### src/logic/ctl_settings.svh
// Control sequencer constants for the 65C02-style core
// Word widths, register codes, fixed datapath words and opcode values
`ifndef CTL_SETTINGS_SVH
`define CTL_SETTINGS_SVH

`define CTL_DB_W      8              // Data bus and opcode
`define CTL_AB_OP_W   12             // Address-bus operation word
`define CTL_ALU_OP_W  9              // ldm, bcd, shift[2], add[3], carry[2]
`define CTL_REG_OP_W  7              // write, dst[2], src[4]
`define CTL_DO_OP_W   2              // Data-out select

`define CTL_DO_ALU    2'b00
`define CTL_DO_PCL    2'b10
`define CTL_DO_PCH    2'b11

`define CTL_DST_X     2'd0
`define CTL_DST_Y     2'd1
`define CTL_DST_A     2'd2
`define CTL_DST_S     2'd3

`define CTL_SRC_X     4'd0
`define CTL_SRC_Y     4'd1
`define CTL_SRC_S     4'd3
`define CTL_SRC_Z     4'd7

`define CTL_ALU_DEC    9'b00_00_101_00   // Minus one
`define CTL_ALU_INC    9'b00_00_100_01   // Plus one
`define CTL_ALU_LOAD_M 9'b10_00_000_00
`define CTL_ALU_ADD    9'b00_00_011_00   // Z plus M

// Branch words, taken backward and forward or not taken
`define CTL_AB_OP_BACK 12'b011_0111_11_11_1
`define CTL_AB_OP_FWD  12'b011_0110_11_11_1

`define CTL_OPC_LDA_IMM  8'hA9
`define CTL_OPC_LDX_IMM  8'hA2
`define CTL_OPC_LDY_IMM  8'hA0
`define CTL_OPC_LDA_ZP   8'hA5
`define CTL_OPC_LDA_ZPX  8'hB5
`define CTL_OPC_LDX_ZPY  8'hB6
`define CTL_OPC_LDA_ABS  8'hAD
`define CTL_OPC_LDA_ABSX 8'hBD
`define CTL_OPC_LDA_ABSY 8'hB9
`define CTL_OPC_LDA_INDX 8'hA1
`define CTL_OPC_LDA_IND  8'hB2
`define CTL_OPC_LDA_INDY 8'hB1
`define CTL_OPC_ASL_ZP   8'h06
`define CTL_OPC_ASL_ZPX  8'h16
`define CTL_OPC_JMP_ABS  8'h4C
`define CTL_OPC_JMP_IND  8'h6C
`define CTL_OPC_JMP_INDX 8'h7C
`define CTL_OPC_JSR      8'h20
`define CTL_OPC_RTS      8'h60
`define CTL_OPC_PHA      8'h48
`define CTL_OPC_PLA      8'h68
`define CTL_OPC_BRA      8'h80

`endif
### src/logic/ctl_pkg.sv
// Control sequencer types
// Sequencer states and the address-bus modes they select
`default_nettype none

package ctl_pkg;

    typedef enum logic [4:0] {
        INIT,                        // Out of reset
        SYNC,                        // Opcode fetch
        BACK,                        // Return bus to PC
        IMM0,
        IND0,
        IND1,
        IND2,
        ABS0,
        ABS1,
        ZERO,
        RDWR,                        // Extra RMW cycle
        PULL,
        PUSH,
        RTS0,
        RTS1,
        RTS2,
        JSR0,
        JSR1,
        JSR2,
        COND                         // Branch offset
    } state_t;

    // Bits [1:0] are the ABL select, bit 2 the ABL carry
    typedef enum logic [3:0] {
        AB_KEEP         = 4'd0,      // AB + 0
        AB_PC           = 4'd1,
        AB_ABS_STORE_PC = 4'd2,      // {DB, AHL + REG}, PC <= AB + 1
        AB_ZP_INDEX     = 4'd3,      // {00, DB + REG}
        AB_INC_STORE_PC = 4'd4,      // AB + 1, PC <= AB
        AB_SP_INC       = 4'd5,      // {01, SP + 1}
        AB_BRANCH       = 4'd7,
        AB_SP_KEEP_PC   = 4'd8,
        AB_SP_STORE_PC1 = 4'd9,      // {01, SP}, PC <= AB + 1
        AB_ABS_KEEP_PC  = 4'd10,
        AB_SP           = 4'd11,
        AB_INC_KEEP_PC  = 4'd12,
        AB_ABS_INC      = 4'd14,     // {DB, AHL + REG} + 1
        AB_VECTOR       = 4'd15      // {FF, REG} + 1
    } ab_mode_t;

endpackage

`default_nettype wire

### src/logic/ctl_top.sv
// Control unit of the 65C02-style core
// Sequencer plus opcode, address-bus and datapath decoders
`default_nettype none
`include "ctl_settings.svh"

module ctl_top (
    input  wire                      clk,
    input  wire                      rst_n,
    input  wire [`CTL_DB_W-1:0]      db,
    input  wire                      cond,
    output logic                     sync,
    output logic                     we,
    output logic [`CTL_AB_OP_W-1:0]  ab_op,
    output logic [`CTL_ALU_OP_W-1:0] alu_op,
    output logic [`CTL_REG_OP_W-1:0] reg_op,
    output logic [`CTL_DO_OP_W-1:0]  do_op
);

    ctl_pkg::state_t state;
    ctl_pkg::state_t entry_state;
    logic            rmw, jmp, ind;                      // Sequencing flags
    logic            add_x, add_y, ld;                   // Datapath flags
    logic [1:0]      dst;

    opcode_decoder i_opcode_decoder (
        .clk(clk), .rst_n(rst_n), .db(db), .state(state),
        .rmw(rmw), .jmp(jmp), .ind(ind), .add_x(add_x), .add_y(add_y),
        .ld(ld), .dst(dst), .entry_state(entry_state)
    );

    ctl_sequencer i_ctl_sequencer (
        .clk(clk), .rst_n(rst_n), .entry_state(entry_state),
        .rmw(rmw), .jmp(jmp), .ind(ind),
        .state(state), .sync(sync), .we(we)
    );

    ab_mode_decoder i_ab_mode_decoder (
        .state(state), .cond(cond), .db(db), .ab_op(ab_op)
    );

    datapath_op_decoder i_datapath_op_decoder (
        .state(state), .add_x(add_x), .add_y(add_y), .ld(ld), .dst(dst),
        .alu_op(alu_op), .reg_op(reg_op), .do_op(do_op)
    );

endmodule

`default_nettype wire

### src/logic/datapath_op_decoder.sv
// Datapath control decoder
// ALU operation, register transfer and data-out select for each state
`default_nettype none
`include "ctl_settings.svh"

module datapath_op_decoder (
    input  wire ctl_pkg::state_t     state,
    input  wire                      add_x,
    input  wire                      add_y,
    input  wire                      ld,
    input  wire [1:0]                dst,
    output logic [`CTL_ALU_OP_W-1:0] alu_op,
    output logic [`CTL_REG_OP_W-1:0] reg_op,
    output logic [`CTL_DO_OP_W-1:0]  do_op
);

    // Index register feeding the address adder, Z when not indexed
    function automatic logic [3:0] idx_src(input logic use_x, input logic use_y);
        if (use_x)
            return `CTL_SRC_X;
        else if (use_y)
            return `CTL_SRC_Y;
        return `CTL_SRC_Z;
    endfunction

    always_comb begin
        case (state)
            ctl_pkg::JSR0,
            ctl_pkg::JSR1: alu_op = `CTL_ALU_DEC;        // S - 1 per push
            ctl_pkg::RTS0,
            ctl_pkg::RTS1: alu_op = `CTL_ALU_INC;        // S + 1 per pull
            ctl_pkg::IMM0,
            ctl_pkg::BACK: alu_op = `CTL_ALU_LOAD_M;
            ctl_pkg::SYNC: alu_op = `CTL_ALU_ADD;        // Result of previous load
            default:       alu_op = '0;
        endcase
    end

    always_comb begin
        case (state)
            ctl_pkg::JSR0,
            ctl_pkg::JSR1,
            ctl_pkg::RTS0,
            ctl_pkg::RTS1: reg_op = {1'b1, `CTL_DST_S, `CTL_SRC_S};
            ctl_pkg::IND0: reg_op = {1'b0, `CTL_DST_X, idx_src(add_x, 1'b0)};  // (zp,x)
            ctl_pkg::IND2: reg_op = {1'b0, `CTL_DST_X, idx_src(1'b0, add_y)};  // (zp),y
            ctl_pkg::ZERO,
            ctl_pkg::ABS1: reg_op = {1'b0, `CTL_DST_X, idx_src(add_x, add_y)};
            ctl_pkg::SYNC: reg_op = {ld, dst, `CTL_SRC_Z};                     // dst <= Z op M
            default:       reg_op = {1'b0, `CTL_DST_X, `CTL_SRC_Z};
        endcase
    end

    always_comb begin
        case (state)
            ctl_pkg::JSR1: do_op = `CTL_DO_PCH;          // High byte pushed first
            ctl_pkg::JSR2: do_op = `CTL_DO_PCL;
            default:       do_op = `CTL_DO_ALU;
        endcase
    end

endmodule

`default_nettype wire

### src/logic/ab_mode_decoder.sv
// Address-bus control decoder
// Picks an address mode for the current state and expands it into
// the PC, AHL and ABH/ABL controls of the address datapath
`default_nettype none
`include "ctl_settings.svh"

module ab_mode_decoder (
    input  wire ctl_pkg::state_t    state,
    input  wire                     cond,
    input  wire [`CTL_DB_W-1:0]     db,
    output logic [`CTL_AB_OP_W-1:0] ab_op
);

    ctl_pkg::ab_mode_t mode;
    logic [1:0]        abl_sel;
    logic              abl_ci;
    logic              back;

    assign abl_sel = mode[1:0];
    assign abl_ci  = mode[2];
    assign back    = cond & db[7];                       // Taken with a negative offset

    always_comb begin
        case (state)
            ctl_pkg::INIT: mode = ctl_pkg::AB_KEEP;
            ctl_pkg::RDWR: mode = ctl_pkg::AB_KEEP;      // Hold address for write
            ctl_pkg::BACK: mode = ctl_pkg::AB_PC;
            ctl_pkg::JSR2: mode = ctl_pkg::AB_PC;
            ctl_pkg::SYNC: mode = ctl_pkg::AB_INC_STORE_PC;
            ctl_pkg::IMM0: mode = ctl_pkg::AB_INC_STORE_PC;
            ctl_pkg::ABS0: mode = ctl_pkg::AB_INC_STORE_PC;
            ctl_pkg::ABS1: mode = ctl_pkg::AB_ABS_STORE_PC;
            ctl_pkg::ZERO: mode = ctl_pkg::AB_ZP_INDEX;
            ctl_pkg::IND0: mode = ctl_pkg::AB_ZP_INDEX;
            ctl_pkg::IND1: mode = ctl_pkg::AB_INC_KEEP_PC;
            ctl_pkg::IND2: mode = ctl_pkg::AB_ABS_KEEP_PC;
            ctl_pkg::PULL: mode = ctl_pkg::AB_SP_INC;
            ctl_pkg::RTS0: mode = ctl_pkg::AB_SP_INC;
            ctl_pkg::RTS1: mode = ctl_pkg::AB_SP_INC;
            ctl_pkg::RTS2: mode = ctl_pkg::AB_ABS_INC;   // Return address + 1
            ctl_pkg::PUSH: mode = ctl_pkg::AB_SP;
            ctl_pkg::JSR0: mode = ctl_pkg::AB_SP_STORE_PC1;
            ctl_pkg::JSR1: mode = ctl_pkg::AB_SP_KEEP_PC;
            ctl_pkg::COND: mode = ctl_pkg::AB_BRANCH;
            default:       mode = ctl_pkg::AB_KEEP;
        endcase
    end

    // Upper seven bits drive PC, AHL and ABH; low bits come from the mode
    always_comb begin
        case (mode)
            ctl_pkg::AB_KEEP:         ab_op = {7'b001_0110, abl_sel, 2'b11, abl_ci};
            ctl_pkg::AB_PC:           ab_op = {7'b000_1010, abl_sel, 2'b10, abl_ci};
            ctl_pkg::AB_ABS_STORE_PC: ab_op = {7'b111_1110, abl_sel, 2'b01, abl_ci};
            ctl_pkg::AB_ZP_INDEX:     ab_op = {7'b111_0000, abl_sel, 2'b01, abl_ci};
            ctl_pkg::AB_INC_STORE_PC: ab_op = {7'b011_0110, abl_sel, 2'b11, abl_ci};
            ctl_pkg::AB_SP_INC:       ab_op = {7'b011_0001, abl_sel, 2'b00, abl_ci};
            ctl_pkg::AB_BRANCH:       ab_op = back ? `CTL_AB_OP_BACK : `CTL_AB_OP_FWD;
            ctl_pkg::AB_SP_KEEP_PC:   ab_op = {7'b000_0001, abl_sel, 2'b00, abl_ci};
            ctl_pkg::AB_SP_STORE_PC1: ab_op = {7'b111_0001, abl_sel, 2'b00, abl_ci};
            ctl_pkg::AB_ABS_KEEP_PC:  ab_op = {7'b001_1110, abl_sel, 2'b01, abl_ci};
            ctl_pkg::AB_SP:           ab_op = {7'b010_0001, abl_sel, 2'b00, abl_ci};
            ctl_pkg::AB_INC_KEEP_PC:  ab_op = {7'b001_0110, abl_sel, 2'b11, abl_ci};
            ctl_pkg::AB_ABS_INC:      ab_op = {7'b001_1110, abl_sel, 2'b01, abl_ci};
            default:                  ab_op = '0;
        endcase
    end

endmodule

`default_nettype wire

### src/logic/ctl_sequencer.sv
// Control state machine
// Steps through the cycles of each instruction, one state per clock,
// flags the opcode fetch cycle and registers the bus write enable
`default_nettype none
`include "ctl_settings.svh"

module ctl_sequencer (
    input  wire                   clk,
    input  wire                   rst_n,
    input  wire ctl_pkg::state_t  entry_state,
    input  wire                   rmw,
    input  wire                   jmp,
    input  wire                   ind,
    output ctl_pkg::state_t       state,
    output logic                  sync,
    output logic                  we
);

    ctl_pkg::state_t state_nxt;

    assign sync = (state == ctl_pkg::SYNC);

    always_comb begin
        case (state)
            ctl_pkg::INIT: state_nxt = ctl_pkg::SYNC;
            ctl_pkg::SYNC: state_nxt = entry_state;      // From opcode on db
            ctl_pkg::IMM0: state_nxt = ctl_pkg::SYNC;
            ctl_pkg::COND: state_nxt = ctl_pkg::SYNC;
            ctl_pkg::ZERO: state_nxt = rmw ? ctl_pkg::RDWR : ctl_pkg::BACK;
            ctl_pkg::RDWR: state_nxt = ctl_pkg::BACK;
            ctl_pkg::PUSH: state_nxt = ctl_pkg::BACK;
            ctl_pkg::PULL: state_nxt = ctl_pkg::BACK;
            ctl_pkg::BACK: state_nxt = ctl_pkg::SYNC;
            ctl_pkg::ABS0: state_nxt = ctl_pkg::ABS1;
            ctl_pkg::ABS1: begin
                if (ind)
                    state_nxt = ctl_pkg::ABS0;           // Fetch target through pointer
                else if (jmp)
                    state_nxt = ctl_pkg::SYNC;
                else
                    state_nxt = ctl_pkg::BACK;
            end
            ctl_pkg::IND0: state_nxt = ctl_pkg::IND1;
            ctl_pkg::IND1: state_nxt = ctl_pkg::IND2;
            ctl_pkg::IND2: state_nxt = ctl_pkg::BACK;
            ctl_pkg::RTS0: state_nxt = ctl_pkg::RTS1;
            ctl_pkg::RTS1: state_nxt = ctl_pkg::RTS2;
            ctl_pkg::RTS2: state_nxt = ctl_pkg::SYNC;
            ctl_pkg::JSR0: state_nxt = ctl_pkg::JSR1;
            ctl_pkg::JSR1: state_nxt = ctl_pkg::JSR2;
            ctl_pkg::JSR2: state_nxt = ctl_pkg::ABS1;    // jmp set, ends in SYNC
            default:       state_nxt = ctl_pkg::SYNC;
        endcase
    end

    always_ff @(posedge clk) begin
        if (!rst_n) begin
            state <= ctl_pkg::INIT;
            we    <= 1'b0;
        end else begin
            state <= state_nxt;
            // Return address push, PCH then PCL
            we    <= (state == ctl_pkg::JSR0) || (state == ctl_pkg::JSR1);
        end
    end

endmodule

`default_nettype wire

### src/logic/opcode_decoder.sv
// Opcode decoder
// Latches per-instruction flags from the opcode byte in the fetch cycle
// and gives the sequencer the first state of each instruction
`default_nettype none
`include "ctl_settings.svh"

module opcode_decoder (
    input  wire                   clk,
    input  wire                   rst_n,
    input  wire [`CTL_DB_W-1:0]   db,
    input  wire ctl_pkg::state_t  state,
    output logic                  rmw,
    output logic                  jmp,
    output logic                  ind,
    output logic                  add_x,
    output logic                  add_y,
    output logic                  ld,
    output logic [1:0]            dst,
    output ctl_pkg::state_t       entry_state
);

    logic       rmw_d, jmp_d, ind_d, add_x_d, add_y_d, ld_d;   // Decoded from db
    logic [1:0] dst_d;
    logic       fetch;

    assign fetch = (state == ctl_pkg::SYNC);

    always_comb begin
        rmw_d   = 1'b0;
        jmp_d   = 1'b0;
        ind_d   = 1'b0;
        add_x_d = 1'b0;
        add_y_d = 1'b0;
        ld_d    = 1'b0;                                  // Non-loads never write
        dst_d   = `CTL_DST_A;
        case (db)
            `CTL_OPC_ASL_ZP:   rmw_d = 1'b1;
            `CTL_OPC_ASL_ZPX:  {rmw_d, add_x_d} = 2'b11;
            `CTL_OPC_JSR,
            `CTL_OPC_RTS,
            `CTL_OPC_JMP_ABS:  jmp_d = 1'b1;
            `CTL_OPC_JMP_IND:  {jmp_d, ind_d} = 2'b11;
            `CTL_OPC_JMP_INDX: {jmp_d, ind_d, add_x_d} = 3'b111;
            `CTL_OPC_LDA_IMM,
            `CTL_OPC_LDA_ZP,
            `CTL_OPC_LDA_ABS,
            `CTL_OPC_LDA_IND:  ld_d = 1'b1;
            `CTL_OPC_LDA_ZPX,
            `CTL_OPC_LDA_ABSX,
            `CTL_OPC_LDA_INDX: {ld_d, add_x_d} = 2'b11;
            `CTL_OPC_LDA_ABSY,
            `CTL_OPC_LDA_INDY: {ld_d, add_y_d} = 2'b11;
            `CTL_OPC_LDX_IMM: begin
                ld_d  = 1'b1;
                dst_d = `CTL_DST_X;
            end
            `CTL_OPC_LDX_ZPY: begin
                {ld_d, add_y_d} = 2'b11;
                dst_d = `CTL_DST_X;
            end
            `CTL_OPC_LDY_IMM: begin
                ld_d  = 1'b1;
                dst_d = `CTL_DST_Y;
            end
            default: ;                                   // All flags clear
        endcase
    end

    always_ff @(posedge clk) begin
        if (!rst_n) begin
            {rmw, jmp, ind, add_x, add_y, ld} <= '0;
            dst <= `CTL_DST_X;
        end else if (fetch) begin
            {rmw, jmp, ind, add_x, add_y, ld} <= {rmw_d, jmp_d, ind_d, add_x_d, add_y_d, ld_d};
            dst <= dst_d;
        end else if (state == ctl_pkg::ABS1) begin
            ind   <= 1'b0;                               // Indirection resolves once
            add_x <= 1'b0;                               // X used on pointer only
        end
    end

    always_comb begin
        case (db)
            `CTL_OPC_BRA:      entry_state = ctl_pkg::COND;
            `CTL_OPC_JSR:      entry_state = ctl_pkg::JSR0;
            `CTL_OPC_RTS:      entry_state = ctl_pkg::RTS0;
            `CTL_OPC_PHA:      entry_state = ctl_pkg::PUSH;
            `CTL_OPC_PLA:      entry_state = ctl_pkg::PULL;
            `CTL_OPC_LDA_IMM,
            `CTL_OPC_LDX_IMM,
            `CTL_OPC_LDY_IMM:  entry_state = ctl_pkg::IMM0;
            `CTL_OPC_ASL_ZP,
            `CTL_OPC_ASL_ZPX,
            `CTL_OPC_LDA_ZP,
            `CTL_OPC_LDA_ZPX,
            `CTL_OPC_LDX_ZPY:  entry_state = ctl_pkg::ZERO;
            `CTL_OPC_LDA_INDX,
            `CTL_OPC_LDA_IND,
            `CTL_OPC_LDA_INDY: entry_state = ctl_pkg::IND0;
            `CTL_OPC_JMP_ABS,
            `CTL_OPC_JMP_IND,
            `CTL_OPC_JMP_INDX,
            `CTL_OPC_LDA_ABS,
            `CTL_OPC_LDA_ABSX,
            `CTL_OPC_LDA_ABSY: entry_state = ctl_pkg::ABS0;
            default:           entry_state = ctl_pkg::SYNC;   // Unknown, fetch again
        endcase
    end

endmodule

`default_nettype wire

### config.mk
export PLATFORM = sky130hd
export DESIGN_NAME = ctl_top
export DESIGN_NICKNAME = d
export VERILOG_FILES = /design/src/logic/ctl_pkg.sv /design/src/logic/ctl_top.sv /design/src/logic/datapath_op_decoder.sv /design/src/logic/ab_mode_decoder.sv /design/src/logic/ctl_sequencer.sv /design/src/logic/opcode_decoder.sv
export VERILOG_INCLUDE_DIRS = /design/src /design/src/logic
export SDC_FILE = /design/constraint.sdc
export NUM_CORES = 1
export LEC_CHECK = 0
export ABC_AREA = 1
export BUFFER_PORTS_ARGS = -buffer_cell sky130_fd_sc_hd__buf_2
export CAP_MARGIN = 20
export CELL_PAD_IN_SITES_DETAIL_PLACEMENT = 1
export CELL_PAD_IN_SITES_GLOBAL_PLACEMENT = 1
export CORE_MARGIN = 2
export CORE_UTILIZATION = 39
export CTS_CLUSTER_SIZE = 30
export DETAILED_ROUTE_END_ITERATION = 10
export GPL_TIMING_DRIVEN = 0
export PLACE_DENSITY = 0.93
export SLEW_MARGIN = 20
export SYNTH_ARGS = -nofsm -noshare
export SYNTH_HDL_FRONTEND = slang
export SYNTH_HIERARCHICAL = 1
export SYNTH_SLANG_ARGS = --single-unit
### constraint.sdc
create_clock -name clk -period 6.86 [get_ports clk]
set_clock_uncertainty 0.15 [all_clocks]
set_input_delay 0.686 -clock clk [delete_from_list [all_inputs] [get_ports clk]]
set_output_delay 0.686 -clock clk [all_outputs]
set_load 0.02 [all_outputs]
==> flow_summary.ini <==
[outcome]
status = completed

[cts]
cts_setup_buffers = 0
ctsResizeCount = 0
cts_root_buffer = clkbuf_8
ctsHoldBuffers = 0
clkLatencyLatePin_ps = 240
tritoncts.num_buffers = 3
cts.sinks = 14
path_clk_slew_ps = 50
htreeDepth = 1
clockBufferDepth = 2
tritoncts = done

[synthesis]
synth_warnings = 6
ys_types = 30
synth.yosys.seq_area_share = 0.1439
synthTopCellsByArea = nand2_1, dfxtp_1, nor2_1
async_flop_share = 0
synthTopCellsByCount = nand2_1, nor2_1, inv_1, nand3_1, nand2_2
synth_flop_cell = dfxtp_1
synth_cells = 366
synth_most_common_cell = nand2_1
synth-edff-count = 0
synth_top_area_share = 0.1908
ys_ff_latch = 14
yosysTopAreaCell = nand2_1
syn_avg_cell_area_um2 = 5.323
synth_area_mm2 = 0.001948

[sta]
slew_headroom = 0.5631
report.final.hold_viol_count = 0
tns_ps = 0
worst_pin_slew_ps = 654.5
setup_slack_ps = 3297
min_period_ps = 3563
drv_slew = 0
finalCritPeriodShare = 0.5194
fmax_mhz = 280.7
setup_viol = 0
rsz0062_at_grt = false

[grt]
track_usage = 0.2304
grt_pass1_wl_um = 10310
grt_overflow_total = 0
grt_max_degree = 18
antenna_found_initial = 0
grt_pass1_vias = 2400

[floorplan]
die_w_um = 74.68
die_y_um = 74.68
die-area_mm2 = 0.005576
start_util = 0.4097
num_rows = 25
ioPinCount = 43
coreArea_mm2 = 0.004755

[detailed_routing]
vias = 2398
route.met2.wl_um = 3276
drt-pass1-iter-count = 4
via_per_inst = 5.027
wl_um = 6098
route.layer.met1.wl_um = 2534
wl_met3_um = 131
ant_nets = 0
routedWlPerCell_um = 12.78
drcViolationCount = 0
first_iter_violations = 93
dr.max_layer_used = met4

[placement]
io_buffers = 37
place.gp.congestion = 0.9203
dp_hpwl_um = 4957
dp_slack_ps = 3578

[critical_path]
critPathLaunch = i_ctl_sequencer/state[0]
critPathCaptureType = primary output
worstPathMaxFanout = 17
cp_data_arrival_time_ps = 2730
critPathKind = register to primary output
rr_startpoint = i_ctl_sequencer/state[0]
crit_required_ps = 6020
cp-start-kind = register

[final_layout]
final_nets = 429
drive_above_1_share = 0.2439
n_antenna_cell = 0
area_growth_pct = 16.70

[power_and_ir_drop]
max-vdd-ir-drop_mv = 0.05667
p_per_area_mw_per_mm2 = 120.7
leakagePower_nw = 1.277

[min_path]
min-delay-start = i_opcode_decoder/dst[0]
hold_path.class = register to register

[flow_run]
drv_cap = 0
cell families (layout without fill, tap and decap cells):
logic type | count (synthesis) | after routing | share of synthesized area
AOI/OAI and AO/OA | 29 | 29 | 0.08735
adders and majority gates | 6 | 6 | 0.03853
buffers and inverters | 60 | 100 | 0.1297
DFF | 14 | 14 | 0.1439
other | 1 | 5 | 0.001925
and+or+nand+nor | 256 | 256 | 0.5986
state kept, by name, summed over array words and instances, names as in the netlist:
| signal | cells |
|---|---|
| i_ctl_sequencer/we | 1 |
| i_opcode_decoder/ld | 1 |
| i_opcode_decoder/dst | 2 |
| i_opcode_decoder/ind | 1 |
| i_opcode_decoder/add_y | 1 |
| i_opcode_decoder/add_x | 1 |
| i_ctl_sequencer/state | 5 |
| i_opcode_decoder/rmw | 1 |
| i_opcode_decoder/jmp | 1 |
report_power, final:
group | total, mW | switching (mW) | internal, mW
combinational | 0.117 | 0.0806 | 0.0368
clock | 0.0643 | 0.0256 | 0.0387
sequential | 0.0928 | 0.00701 | 0.0858
worst paths after layout:
kind	slack [ps]	depth (start not counted)	to
worst max-delay path	3300	11	ab_op[8]
worst min-delay path	330	2	i_opcode_decoder/dst[0]
worst max register to register	4990	6	i_opcode_decoder/dst[1]
worst min register to register	330	2	i_opcode_decoder/dst[0]
area by class of cell:
cell class / instances / area, um2
clock buffers: 3 / 41.29
plain buffers: 6 / 48.80
inverters: 54 / 203.9
repair buffers: 37 / 185.2
fillers: 742 / 2481
well taps: 67 / 83.83
multi-input cells: 296 / 1430
flip-flops and latches: 14 / 280.3
layer usage:
metal	vias to the layer above	global-route usage
met5	-	0
met4	0	0.08730
met3	16	0.006693
met2	47	0.4621
met1	1107	0.2535
li1	1228	-
worst max-delay path, cell delays in order, from the launching register on:
cell and delay [ps]:
dfxtp_1 740, inv_1 210, ha_1 350, inv_1 40, nand3_1 90, nand2_1 100
a21boi_2 220, nand3_1 180, nor2_1 190, nor2_1 80, o21ai_0 90, buf_2 200
cells in the final DEF, fill, tap and decap left out:
| cell type | n |
|---|---|
| nand3_2 | 2 |
| o211ai_1 | 1 |
| a21oi_1 | 10 |
| a31oi_1 | 2 |
| o21ai_1 | 3 |
| inv_2 | 10 |
| nor3_1 | 2 |
| buf_6 | 1 |
| nand4_1 | 5 |
| nand2_2 | 22 |
| nand2_1 | 99 |
| o22ai_1 | 1 |
| a21boi_2 | 2 |
| o21ai_2 | 1 |
| nand4_2 | 1 |
| nor2_1 | 68 |
| nor2_2 | 10 |
| nand2_4 | 1 |
| o21bai_1 | 1 |
| nor2_4 | 3 |
| inv_1 | 42 |
| ha_1 | 6 |
| conb_1 | 5 |
| nand3_1 | 42 |
| clkinv_2 | 1 |
| clkinv_1 | 1 |
| o21ai_0 | 8 |
| nor3_2 | 1 |
| buf_4 | 5 |
| dfxtp_1 | 14 |
| clkbuf_8 | 3 |
| buf_2 | 37 |
stage by stage:
step / util / area, um2 / hold WS [ps] / power, mW / instances
3_3_place_gp: 0.4695 / 2232 / 308.2 / 0.2047 / 474
3_5_place_dp: 0.4695 / 2232 / 310.9 / 0.2102 / 474
2_1_floorplan: - / 1963 / 295.4 / 0.1754 / 370
6_report: 0.4782 / 2273 / 329.5 / 0.2745 / 477
5_1_grt: 0.4782 / 2273 / 361.9 / 0.2934 / 477
4_1_cts: 0.4782 / 2273 / 334.9 / 0.2767 / 477
No activity file was read; power rests on OpenSTA's default activity.
